[src/mipsPkg.sv]
package mipsPkg;

  //////////////////////////////
  // Widths and reset values
  //////////////////////////////
  localparam int dataW    = 32;
  localparam int regAddrW = 5;

  localparam logic [dataW-1:0] resetPc = '0;

  //////////////////////////////
  // Instruction fields
  //////////////////////////////
  typedef enum logic [5:0] {
    opRType = 6'h00,
    opJ     = 6'h02,
    opJal   = 6'h03,
    opBeq   = 6'h04,
    opBne   = 6'h05,
    opAddi  = 6'h08,
    opSlti  = 6'h0a,
    opAndi  = 6'h0c,
    opOri   = 6'h0d,
    opLw    = 6'h23,
    opSw    = 6'h2b
  } opcodeT;

  typedef enum logic [5:0] {
    fnAdd = 6'h20,
    fnSub = 6'h22,
    fnAnd = 6'h24,
    fnOr  = 6'h25,
    fnNor = 6'h27,
    fnSlt = 6'h2a
  } functT;

  // ALU operation codes
  typedef enum logic [2:0] {
    aluAnd = 3'b000,
    aluOr  = 3'b001,
    aluAdd = 3'b010,
    aluNor = 3'b100,
    aluSub = 3'b110,
    aluSlt = 3'b111
  } aluOpT;

  //////////////////////////////
  // Controller states
  //////////////////////////////
  typedef enum logic [3:0] {
    stFetch, stDecode, stMemAddr, stMemRead, stMemWb, stMemWrite,
    stExecR, stRWb, stExecI, stIWb, stBranch, stJump, stTrap
  } ctrlStateT;

  // Datapath selectors
  typedef enum logic [1:0] {dstRt, dstRd, dstLink} regDstT;
  typedef enum logic [1:0] {wbAluOut, wbMdr, wbPc} memtoRegT;
  typedef enum logic [1:0] {srcBRegB, srcBFour, srcBImm, srcBImmShift} aluSrcBT;
  typedef enum logic [1:0] {pcAluRes, pcAluOut, pcJumpTarget} pcSourceT;

endpackage

[src/ctrlIf.sv]
`timescale 1ns/10ps

// Control word from the FSM to the datapath
interface ctrlIf;
  logic              iorD;
  logic              irWrite;
  mipsPkg::regDstT   regDst;
  logic              regWrite;
  mipsPkg::memtoRegT memtoReg;
  logic              aluSrcA;
  mipsPkg::aluSrcBT  aluSrcB;
  mipsPkg::aluOpT    aluOp;
  mipsPkg::pcSourceT pcSource;
  logic              pcWrite;
  logic              pcWriteCond;
  logic              branchNe;

  modport ctrl (
    output iorD, irWrite, regDst, regWrite, memtoReg, aluSrcA,
    output aluSrcB, aluOp, pcSource, pcWrite, pcWriteCond, branchNe
  );

  modport path (
    input iorD, irWrite, regDst, regWrite, memtoReg, aluSrcA,
    input aluSrcB, aluOp, pcSource, pcWrite, pcWriteCond, branchNe
  );
endinterface

[src/aluUnit.sv]
`timescale 1ns/10ps

module aluUnit (
  input  logic [mipsPkg::dataW-1:0] a,
  input  logic [mipsPkg::dataW-1:0] b,
  input  mipsPkg::aluOpT            op,
  output logic [mipsPkg::dataW-1:0] res,
  output logic                      zero,
  output logic                      overflow
);

  logic [mipsPkg::dataW-1:0] sum;
  logic [mipsPkg::dataW-1:0] diff;
  logic                      addOvf;
  logic                      subOvf;

  assign sum  = a + b;
  assign diff = a - b;

  // Signed overflow from the operand and result signs
  assign addOvf = (a[31] == b[31]) && (sum[31] != a[31]);
  assign subOvf = (a[31] != b[31]) && (diff[31] != a[31]);

  always_comb begin
    res      = '0;
    overflow = 1'b0;
    case (op)
      mipsPkg::aluAnd: res = a & b;
      mipsPkg::aluOr:  res = a | b;
      mipsPkg::aluNor: res = ~(a | b);
      mipsPkg::aluAdd: begin
        res      = sum;
        overflow = addOvf;
      end
      mipsPkg::aluSub: begin
        res      = diff;
        overflow = subOvf;
      end
      // Sign of the true difference
      mipsPkg::aluSlt: res = {31'd0, diff[31] ^ subOvf};
      default: ;
    endcase
  end

  assign zero = (res == '0);

endmodule

[src/mdPath.sv]
`timescale 1ns/10ps

module mdPath (
  input  logic                           clk,
  input  logic                           arstN,
  ctrlIf.path                            cb,
  input  logic                           memReady,
  input  logic [mipsPkg::dataW-1:0]      dataIn,
  output logic [mipsPkg::dataW-1:0]      dataOut,
  output logic [mipsPkg::dataW-1:0]      memAddr,
  output logic [mipsPkg::dataW-1:0]      pcCurrent,
  output mipsPkg::opcodeT                opcode,
  output mipsPkg::functT                 funct,
  // ALU side
  output logic [mipsPkg::dataW-1:0]      aluA,
  output logic [mipsPkg::dataW-1:0]      aluB,
  output mipsPkg::aluOpT                 aluOp,
  input  logic [mipsPkg::dataW-1:0]      aluRes,
  input  logic                           aluZero,
  input  logic                           aluOverflow,
  // Register file side
  output logic [mipsPkg::regAddrW-1:0]   rAddrA,
  output logic [mipsPkg::regAddrW-1:0]   rAddrB,
  output logic [mipsPkg::regAddrW-1:0]   wAddr,
  output logic [mipsPkg::dataW-1:0]      wData,
  output logic                           regWe,
  input  logic [mipsPkg::dataW-1:0]      rDataA,
  input  logic [mipsPkg::dataW-1:0]      rDataB
);

  logic [mipsPkg::dataW-1:0] ir;
  logic [mipsPkg::dataW-1:0] mdr;
  logic [mipsPkg::dataW-1:0] aluOut;
  logic [mipsPkg::dataW-1:0] imm;
  logic [mipsPkg::dataW-1:0] jumpTarget;
  logic [mipsPkg::dataW-1:0] pcNext;
  logic                      zeroExt;
  logic                      pcLoad;

  //////////////////////////////
  // Instruction fields
  //////////////////////////////
  assign opcode = mipsPkg::opcodeT'(ir[31:26]);
  assign funct  = mipsPkg::functT'(ir[5:0]);
  assign rAddrA = ir[25:21];
  assign rAddrB = ir[20:16];

  // Logical immediates are zero extended
  assign zeroExt    = (opcode == mipsPkg::opAndi) || (opcode == mipsPkg::opOri);
  assign imm        = zeroExt ? {16'h0000, ir[15:0]} : {{16{ir[15]}}, ir[15:0]};
  assign jumpTarget = {pcCurrent[31:28], ir[25:0], 2'b00};

  //////////////////////////////
  // Operand and address muxes
  //////////////////////////////
  assign aluA    = cb.aluSrcA ? rDataA : pcCurrent;
  assign aluOp   = cb.aluOp;
  assign memAddr = cb.iorD ? aluOut : pcCurrent;
  assign dataOut = rDataB;
  assign regWe   = cb.regWrite;

  always_comb begin
    case (cb.aluSrcB)
      mipsPkg::srcBFour:     aluB = 32'd4;
      mipsPkg::srcBImm:      aluB = imm;
      mipsPkg::srcBImmShift: aluB = {imm[29:0], 2'b00};
      default:               aluB = rDataB;
    endcase
  end

  always_comb begin
    case (cb.regDst)
      mipsPkg::dstRd:   wAddr = ir[15:11];
      mipsPkg::dstLink: wAddr = '1;
      default:          wAddr = ir[20:16];
    endcase
  end

  always_comb begin
    case (cb.memtoReg)
      mipsPkg::wbMdr: wData = mdr;
      mipsPkg::wbPc:  wData = pcCurrent;
      default:        wData = aluOut;
    endcase
  end

  always_comb begin
    case (cb.pcSource)
      mipsPkg::pcAluOut:     pcNext = aluOut;
      mipsPkg::pcJumpTarget: pcNext = jumpTarget;
      default:               pcNext = aluRes;
    endcase
  end

  //////////////////////////////
  // Registers
  //////////////////////////////
  // Branch taken when zero matches the branch sense
  assign pcLoad = memReady && (cb.pcWrite || (cb.pcWriteCond && (aluZero != cb.branchNe)));

  always_ff @(posedge clk or negedge arstN) begin
    if (!arstN) begin
      pcCurrent <= mipsPkg::resetPc;
      ir        <= '0;
    end else begin
      if (pcLoad) begin
        pcCurrent <= pcNext;
      end
      if (cb.irWrite && memReady) begin
        ir <= dataIn;
      end
    end
  end

  // Frozen with the rest of the machine
  always_ff @(posedge clk) begin
    if (memReady) begin
      mdr    <= dataIn;
      aluOut <= aluRes;
    end
  end

  assert property (@(posedge clk) disable iff (!arstN) pcCurrent[1:0] == 2'b00);

  // Sequential PC increment never wraps
  assert property (@(posedge clk) disable iff (!arstN)
    (cb.pcWrite && cb.pcSource == mipsPkg::pcAluRes) |-> !aluOverflow);

endmodule

[src/mipsCore.sv]
`timescale 1ns/10ps

module mipsCore (
  input  logic                      clk,
  input  logic                      arstN,
  input  logic [mipsPkg::dataW-1:0] dataIn,
  input  logic                      memReady,
  output logic [mipsPkg::dataW-1:0] memAddr,
  output logic [mipsPkg::dataW-1:0] dataOut,
  output logic                      memRead,
  output logic                      memWrite,
  output logic [mipsPkg::dataW-1:0] pcCurrent,
  output logic                      trap
);

  mipsPkg::opcodeT                opcode;
  mipsPkg::functT                 funct;
  mipsPkg::aluOpT                 aluOp;
  logic [mipsPkg::dataW-1:0]      aluA;
  logic [mipsPkg::dataW-1:0]      aluB;
  logic [mipsPkg::dataW-1:0]      aluRes;
  logic                           aluZero;
  logic                           aluOverflow;
  logic [mipsPkg::regAddrW-1:0]   rAddrA;
  logic [mipsPkg::regAddrW-1:0]   rAddrB;
  logic [mipsPkg::regAddrW-1:0]   wAddr;
  logic [mipsPkg::dataW-1:0]      wData;
  logic                           regWe;
  logic [mipsPkg::dataW-1:0]      rDataA;
  logic [mipsPkg::dataW-1:0]      rDataB;

  ctrlIf cb ();

  mipsCtrl ctrl (
    .clk(clk), .arstN(arstN), .opcode(opcode), .funct(funct), .memReady(memReady),
    .cb(cb.ctrl), .memRead(memRead), .memWrite(memWrite), .trap(trap)
  );

  mdPath path (
    .clk(clk), .arstN(arstN), .cb(cb.path), .memReady(memReady), .dataIn(dataIn),
    .dataOut(dataOut), .memAddr(memAddr), .pcCurrent(pcCurrent),
    .opcode(opcode), .funct(funct),
    .aluA(aluA), .aluB(aluB), .aluOp(aluOp), .aluRes(aluRes),
    .aluZero(aluZero), .aluOverflow(aluOverflow),
    .rAddrA(rAddrA), .rAddrB(rAddrB), .wAddr(wAddr), .wData(wData),
    .regWe(regWe), .rDataA(rDataA), .rDataB(rDataB)
  );

  aluUnit alu (
    .a(aluA), .b(aluB), .op(aluOp), .res(aluRes), .zero(aluZero), .overflow(aluOverflow)
  );

  regFile regs (
    .clk(clk), .arstN(arstN), .we(regWe), .rAddrA(rAddrA), .rAddrB(rAddrB),
    .wAddr(wAddr), .wData(wData), .rDataA(rDataA), .rDataB(rDataB)
  );

endmodule

[src/mipsCtrl.sv]
`timescale 1ns/10ps

module mipsCtrl (
  input  logic            clk,
  input  logic            arstN,
  input  mipsPkg::opcodeT opcode,
  input  mipsPkg::functT  funct,
  input  logic            memReady,
  ctrlIf.ctrl             cb,
  output logic            memRead,
  output logic            memWrite,
  output logic            trap
);

  mipsPkg::ctrlStateT state;
  mipsPkg::ctrlStateT nextState;
  mipsPkg::aluOpT     rOp;
  mipsPkg::aluOpT     iOp;
  logic               rValid;
  logic               run;

  //////////////////////////////
  // Instruction decode
  //////////////////////////////
  always_comb begin
    rValid = 1'b1;
    rOp    = mipsPkg::aluAdd;
    case (funct)
      mipsPkg::fnAdd: rOp = mipsPkg::aluAdd;
      mipsPkg::fnSub: rOp = mipsPkg::aluSub;
      mipsPkg::fnAnd: rOp = mipsPkg::aluAnd;
      mipsPkg::fnOr:  rOp = mipsPkg::aluOr;
      mipsPkg::fnNor: rOp = mipsPkg::aluNor;
      mipsPkg::fnSlt: rOp = mipsPkg::aluSlt;
      default:        rValid = 1'b0;
    endcase
  end

  always_comb begin
    case (opcode)
      mipsPkg::opAndi: iOp = mipsPkg::aluAnd;
      mipsPkg::opOri:  iOp = mipsPkg::aluOr;
      mipsPkg::opSlti: iOp = mipsPkg::aluSlt;
      default:         iOp = mipsPkg::aluAdd;
    endcase
  end

  //////////////////////////////
  // State register
  //////////////////////////////
  always_comb begin
    nextState = state;
    case (state)
      mipsPkg::stFetch: nextState = mipsPkg::stDecode;
      mipsPkg::stDecode: begin
        case (opcode)
          mipsPkg::opRType: nextState = rValid ? mipsPkg::stExecR : mipsPkg::stTrap;
          mipsPkg::opLw, mipsPkg::opSw: nextState = mipsPkg::stMemAddr;
          mipsPkg::opBeq, mipsPkg::opBne: nextState = mipsPkg::stBranch;
          mipsPkg::opJ, mipsPkg::opJal: nextState = mipsPkg::stJump;
          mipsPkg::opAddi, mipsPkg::opAndi,
          mipsPkg::opOri, mipsPkg::opSlti: nextState = mipsPkg::stExecI;
          default: nextState = mipsPkg::stTrap;
        endcase
      end
      mipsPkg::stMemAddr: begin
        nextState = (opcode == mipsPkg::opLw) ? mipsPkg::stMemRead : mipsPkg::stMemWrite;
      end
      mipsPkg::stMemRead: nextState = mipsPkg::stMemWb;
      mipsPkg::stExecR:   nextState = mipsPkg::stRWb;
      mipsPkg::stExecI:   nextState = mipsPkg::stIWb;
      mipsPkg::stTrap:    nextState = mipsPkg::stTrap;
      default:            nextState = mipsPkg::stFetch;
    endcase
  end

  // First fetch starts one cycle after reset release
  always_ff @(posedge clk or negedge arstN) begin
    if (!arstN) begin
      state <= mipsPkg::stFetch;
      run   <= 1'b0;
    end else begin
      run <= 1'b1;
      // Whole machine stalls while memory is busy
      if (run && memReady) begin
        state <= nextState;
      end
    end
  end

  //////////////////////////////
  // Control word
  //////////////////////////////
  always_comb begin
    cb.iorD        = 1'b0;
    cb.irWrite     = 1'b0;
    cb.regDst      = mipsPkg::dstRt;
    cb.regWrite    = 1'b0;
    cb.memtoReg    = mipsPkg::wbAluOut;
    cb.aluSrcA     = 1'b0;
    cb.aluSrcB     = mipsPkg::srcBRegB;
    cb.aluOp       = mipsPkg::aluAdd;
    cb.pcSource    = mipsPkg::pcAluRes;
    cb.pcWrite     = 1'b0;
    cb.pcWriteCond = 1'b0;
    cb.branchNe    = 1'b0;
    memRead        = 1'b0;
    memWrite       = 1'b0;
    if (run) begin
      case (state)
        mipsPkg::stFetch: begin
          memRead    = 1'b1;
          cb.irWrite = 1'b1;
          cb.aluSrcB = mipsPkg::srcBFour;
          cb.pcWrite = 1'b1;
        end
        // Branch target into ALUOut
        mipsPkg::stDecode: cb.aluSrcB = mipsPkg::srcBImmShift;
        mipsPkg::stMemAddr: begin
          cb.aluSrcA = 1'b1;
          cb.aluSrcB = mipsPkg::srcBImm;
        end
        mipsPkg::stMemRead: begin
          memRead = 1'b1;
          cb.iorD = 1'b1;
        end
        mipsPkg::stMemWb: begin
          cb.memtoReg = mipsPkg::wbMdr;
          cb.regWrite = 1'b1;
        end
        mipsPkg::stMemWrite: begin
          memWrite = 1'b1;
          cb.iorD  = 1'b1;
        end
        mipsPkg::stExecR: begin
          cb.aluSrcA = 1'b1;
          cb.aluOp   = rOp;
        end
        mipsPkg::stRWb: begin
          cb.regDst   = mipsPkg::dstRd;
          cb.regWrite = 1'b1;
        end
        mipsPkg::stExecI: begin
          cb.aluSrcA = 1'b1;
          cb.aluSrcB = mipsPkg::srcBImm;
          cb.aluOp   = iOp;
        end
        mipsPkg::stIWb: cb.regWrite = 1'b1;
        mipsPkg::stBranch: begin
          cb.aluSrcA     = 1'b1;
          cb.aluOp       = mipsPkg::aluSub;
          cb.pcSource    = mipsPkg::pcAluOut;
          cb.pcWriteCond = 1'b1;
          cb.branchNe    = (opcode == mipsPkg::opBne);
        end
        mipsPkg::stJump: begin
          cb.pcSource = mipsPkg::pcJumpTarget;
          cb.pcWrite  = 1'b1;
          // jal links the already incremented PC
          if (opcode == mipsPkg::opJal) begin
            cb.regDst   = mipsPkg::dstLink;
            cb.memtoReg = mipsPkg::wbPc;
            cb.regWrite = 1'b1;
          end
        end
        default: ;
      endcase
    end
  end

  assign trap = (state == mipsPkg::stTrap);

  // Bus strobes are exclusive
  assert property (@(posedge clk) disable iff (!arstN) !(memRead && memWrite));

  // Trap holds until reset
  assert property (@(posedge clk) disable iff (!arstN) trap |=> trap);

endmodule

[src/regFile.sv]
`timescale 1ns/10ps

module regFile (
  input  logic                         clk,
  input  logic                         arstN,
  input  logic                         we,
  input  logic [mipsPkg::regAddrW-1:0] rAddrA,
  input  logic [mipsPkg::regAddrW-1:0] rAddrB,
  input  logic [mipsPkg::regAddrW-1:0] wAddr,
  input  logic [mipsPkg::dataW-1:0]    wData,
  output logic [mipsPkg::dataW-1:0]    rDataA,
  output logic [mipsPkg::dataW-1:0]    rDataB
);

  logic [mipsPkg::dataW-1:0] regs [2**mipsPkg::regAddrW];

  //////////////////////////////
  // Write port
  //////////////////////////////
  always_ff @(posedge clk) begin
    if (we && (wAddr != '0)) begin
      regs[wAddr] <= wData;
    end
  end

  //////////////////////////////
  // Read ports
  //////////////////////////////
  // Register 0 is hardwired to zero
  assign rDataA = (rAddrA == '0) ? '0 : regs[rAddrA];
  assign rDataB = (rAddrB == '0) ? '0 : regs[rAddrB];

  assert property (@(posedge clk) disable iff (!arstN) we |-> !$isunknown(wAddr));

endmodule
[config.mk]
export PLATFORM = sky130hd
export DESIGN_NAME = mipsCore
export DESIGN_NICKNAME = d
export VERILOG_FILES = /design/src/mipsPkg.sv /design/src/ctrlIf.sv /design/src/aluUnit.sv /design/src/mdPath.sv /design/src/mipsCore.sv /design/src/mipsCtrl.sv /design/src/regFile.sv
export SDC_FILE = /design/constraint.sdc
export NUM_CORES = 2
export LEC_CHECK = 0
export BUFFER_PORTS_ARGS = -buffer_cell sky130_fd_sc_hd__buf_4
export CORE_ASPECT_RATIO = 1.1
export CORE_MARGIN = 4
export CORE_UTILIZATION = 35
export CTS_CLUSTER_DIAMETER = 200
export DETAILED_ROUTE_END_ITERATION = 16
export GPL_TIMING_DRIVEN = 0
export PLACE_DENSITY = 0.54
export SYNTH_ARGS = -nofsm -noshare
export SYNTH_HDL_FRONTEND = slang
export SYNTH_SLANG_ARGS = --single-unit
[constraint.sdc]
create_clock -name clk -period 16.36 [get_ports clk]
set_clock_uncertainty 0.1 [all_clocks]
set_input_delay 0.818 -clock clk [delete_from_list [all_inputs] [get_ports clk]]
set_output_delay 0.818 -clock clk [all_outputs]
set_load 0.02 [all_outputs]
==> reports/qor.txt <==
vias in the first global route - 41100
Vias - 41600
WP data required - 16920 ps
slew margin rel. - -4.92%
CTS resizes - 0
max_cap viols - 3
Cells after Synth - 3720
CP Capture Type - flip-flop
EDFF count, synth - 1088
I/O Buffers - 133
first-pass GRT wire length - 342000 µm
Critical R2R Launch - path.ir[16]$_DFFE_PN0P_
Final setup viols - 0
CTS sink cnt - 1157
Async SR Flop Fraction - 5.96%
Clock transition at path regs - 90 ps
number of vias per cell - 6.44
wire per inst - 39.1 µm
H-tree levels - 3
Cell Area, Synth - 60900 µm²
hpwl dp - 183000 µm
P&R area growth vs syn - 16.7%
Max Buffers Root-to-Sink - 3
final-report hold violation count - 0
die height - 446 µm
GR Util met2 - 44.8%
drt drc - 0
Total GRT Usage - 27.6%
initial drt markers - 5892
RSZ-0062 raised after global routing - no
Chip Width - 406 µm
GR peak layer - met2
initial antenna violation count - 14
crit path DAT - 14180 ps
share of cells above drive strength 1 - 30.7%
Root Buffer - clkbuf_16
Crit-path slowest cell - clkbuf_1
Core Area - 173000 µm²
final setup TNS - 0 ps
CTS tree - done
site row count - 160
Min-Delay Path Class - in2async
met1 Track Usage GR - 34.2%
post-synthesis sequential element count - 1157
io pins - 134
failing checks - capacitance limit, slew limit
GR Overflow Total - 0
Final Critical Period - 13620 ps
status - complete, but fails checks
CP most frequent cell - clkbuf_1
routability cong. - 1.01
router iterations before antenna repair - 8
predominant post-synthesis flop cell - edfxtp_1
Pins Over Slew Limit - 33
setup bufs post-CTS - 0
maximum number of pins on one net before global-route repair - 70
fmax - 73.4 MHz
CP Class - reg2reg
Worst setup startpoint - path.ir[16]$_DFFE_PN0P_
post-synth top area share - 53.6%
synthesized area per cell - 16.4 µm²
Worst-Margin Slew - 1570 ps
CTS Hold Bufs - 0
Synth Warn # - 0
number of CTS-inserted buffers - 117
initial core utilization - 35.2%
Tcrit/Tclk final - 83.2%
GR Layer Usage met3 - 5.74%
WL final - 253000 µm
antenna viol nets, final - 0
Critical Path Start Type - flip-flop
Seq/Total Area, Yosys - 56.5%
die area - 181000 µm²
top cells by area, synth - edfxtp_1, mux4_2, dfrtp_1
Total Nets Final - 4234
CP max FO - 10
clock latency on the worst-skew pair - 770 ps
post-synth cell types - 98
Worst path max stage delay - 1000 ps
leading area contributor after synthesis - edfxtp_1
-- metrics by stage --
stage               cell area (µm²)  util [%]  hold slack [ps]  cells  setup WS [ps]
CTS                           71000      41.1              111   6460           2820
global placement              64900      37.5              486   6152           2790
floorplan                     61000         -              419   3751           7720
detailed placement            67100      38.8              504   6238           2890
finish                        71100      41.1             84.2   6466           2740
global route                  71100      41.1              134   6463           2200
-- final cells by class --
type / count / area (µm²)
fillers: 15700 / 102000
flip-flops and latches: 1157 / 34400
multi-input cells: 2190 / 25500
clock buffers: 144 / 3270
well taps: 2268 / 2840
repair buffers: 222 / 2780
plain buffers: 283 / 1130
clock inverters: 78 / 686
inverters: 121 / 454
diodes: 3 / 7.51
-- critical path: cells and delay by family (launching register included) --
kind / cells / cell delay [ps]
compound gates: 12 / 4260
simple gates: 6 / 1440
buf+inv: 6 / 4360
fa+ha+maj: 2 / 860
xor+xnor: 1 / 480
mux: 3 / 1600
flops: 1 / 330
-- layer usage --
layer,wire length (µm),vias to the layer above
li1,-,16200
met1,90700,22000
met2,120000,2802
met3,24600,673
met4,17300,2
met5,13,-
-- layout by cell type, fill, tap and decap left out, drive strengths merged, types with 13 or more instances in the layout --
cell type and instances:
a21o 13, a21oi 133, a221o 13, a221oi 40
a22oi 62, a311o 16, a31oi 15, and3 31
buf 306, clkbuf 343, clkinv 52, clkinvlp 14
conb 33, dfrtp 69, edfxtp 1088, ha 104
inv 124, mux2 79, mux2i 78, mux4 640
nand2 188, nand2b 23, nand3 44, nand4 14
nor2 185, nor2b 32, nor3 22, nor4 21
o211ai 36, o21a 27, o21ai 132, o31ai 13
-- cells in the mapped netlist, drive strengths merged, types with 62 or more instances --
cell type / instances
buf: 86
mux2i: 78
ha: 104
o21ai: 132
nand2: 188
nor2: 185
inv: 121
mux2: 79
mux4: 640
dfrtp: 69
a22oi: 62
edfxtp: 1088
a21oi: 133
clkbuf: 197
-- state kept, by name, summed over array words and instances (netlist names) --
signal	count
path.mdr	32
path.ir	32
path.aluOut	32
ctrl.run	1
ctrl.state	4
path.pcCurrent	32
regs.regs	1024
-- path summary, 6_finish.rpt --
| path | slack, ps | endpoint | cells after the start |
|---|---|---|---|
| worst max-delay path | 2740 | path.pcCurrent[10]$_DFFE_PN0P_ | 30 |
| worst min-delay path | 80 | path.pcCurrent[31]$_DFFE_PN0P_ | 1 |
| worst max register to register | 2740 | path.pcCurrent[10]$_DFFE_PN0P_ | 30 |
| worst min register to register | 530 | path.ir[7]$_DFFE_PN0P_ | 1 |
| max in group asynchronous | 15240 | path.ir[3]$_DFFE_PN0P_ | 1 |
| min in group clk | 150 | path.mdr[5]$_DFFE_PP_ | 1 |
-- cell families (layout without fill, tap and decap cells) --
group,count (synthesis),after routing,share of synthesized area [%]
muxes,797,797,26.4
and+or+nand+nor,617,617,4.90
DFF,1157,1157,56.5
AOI/OAI and AO/OA,621,621,7.18
adders and majority gates,107,107,2.24
buffers and inverters,404,848,2.54
xor gates and xnor gates,15,15,0.228
other,2,36,0.0123
Power is not shown: default switching activity piles up to over one toggle a cycle in this logic, so the estimate is an artifact.
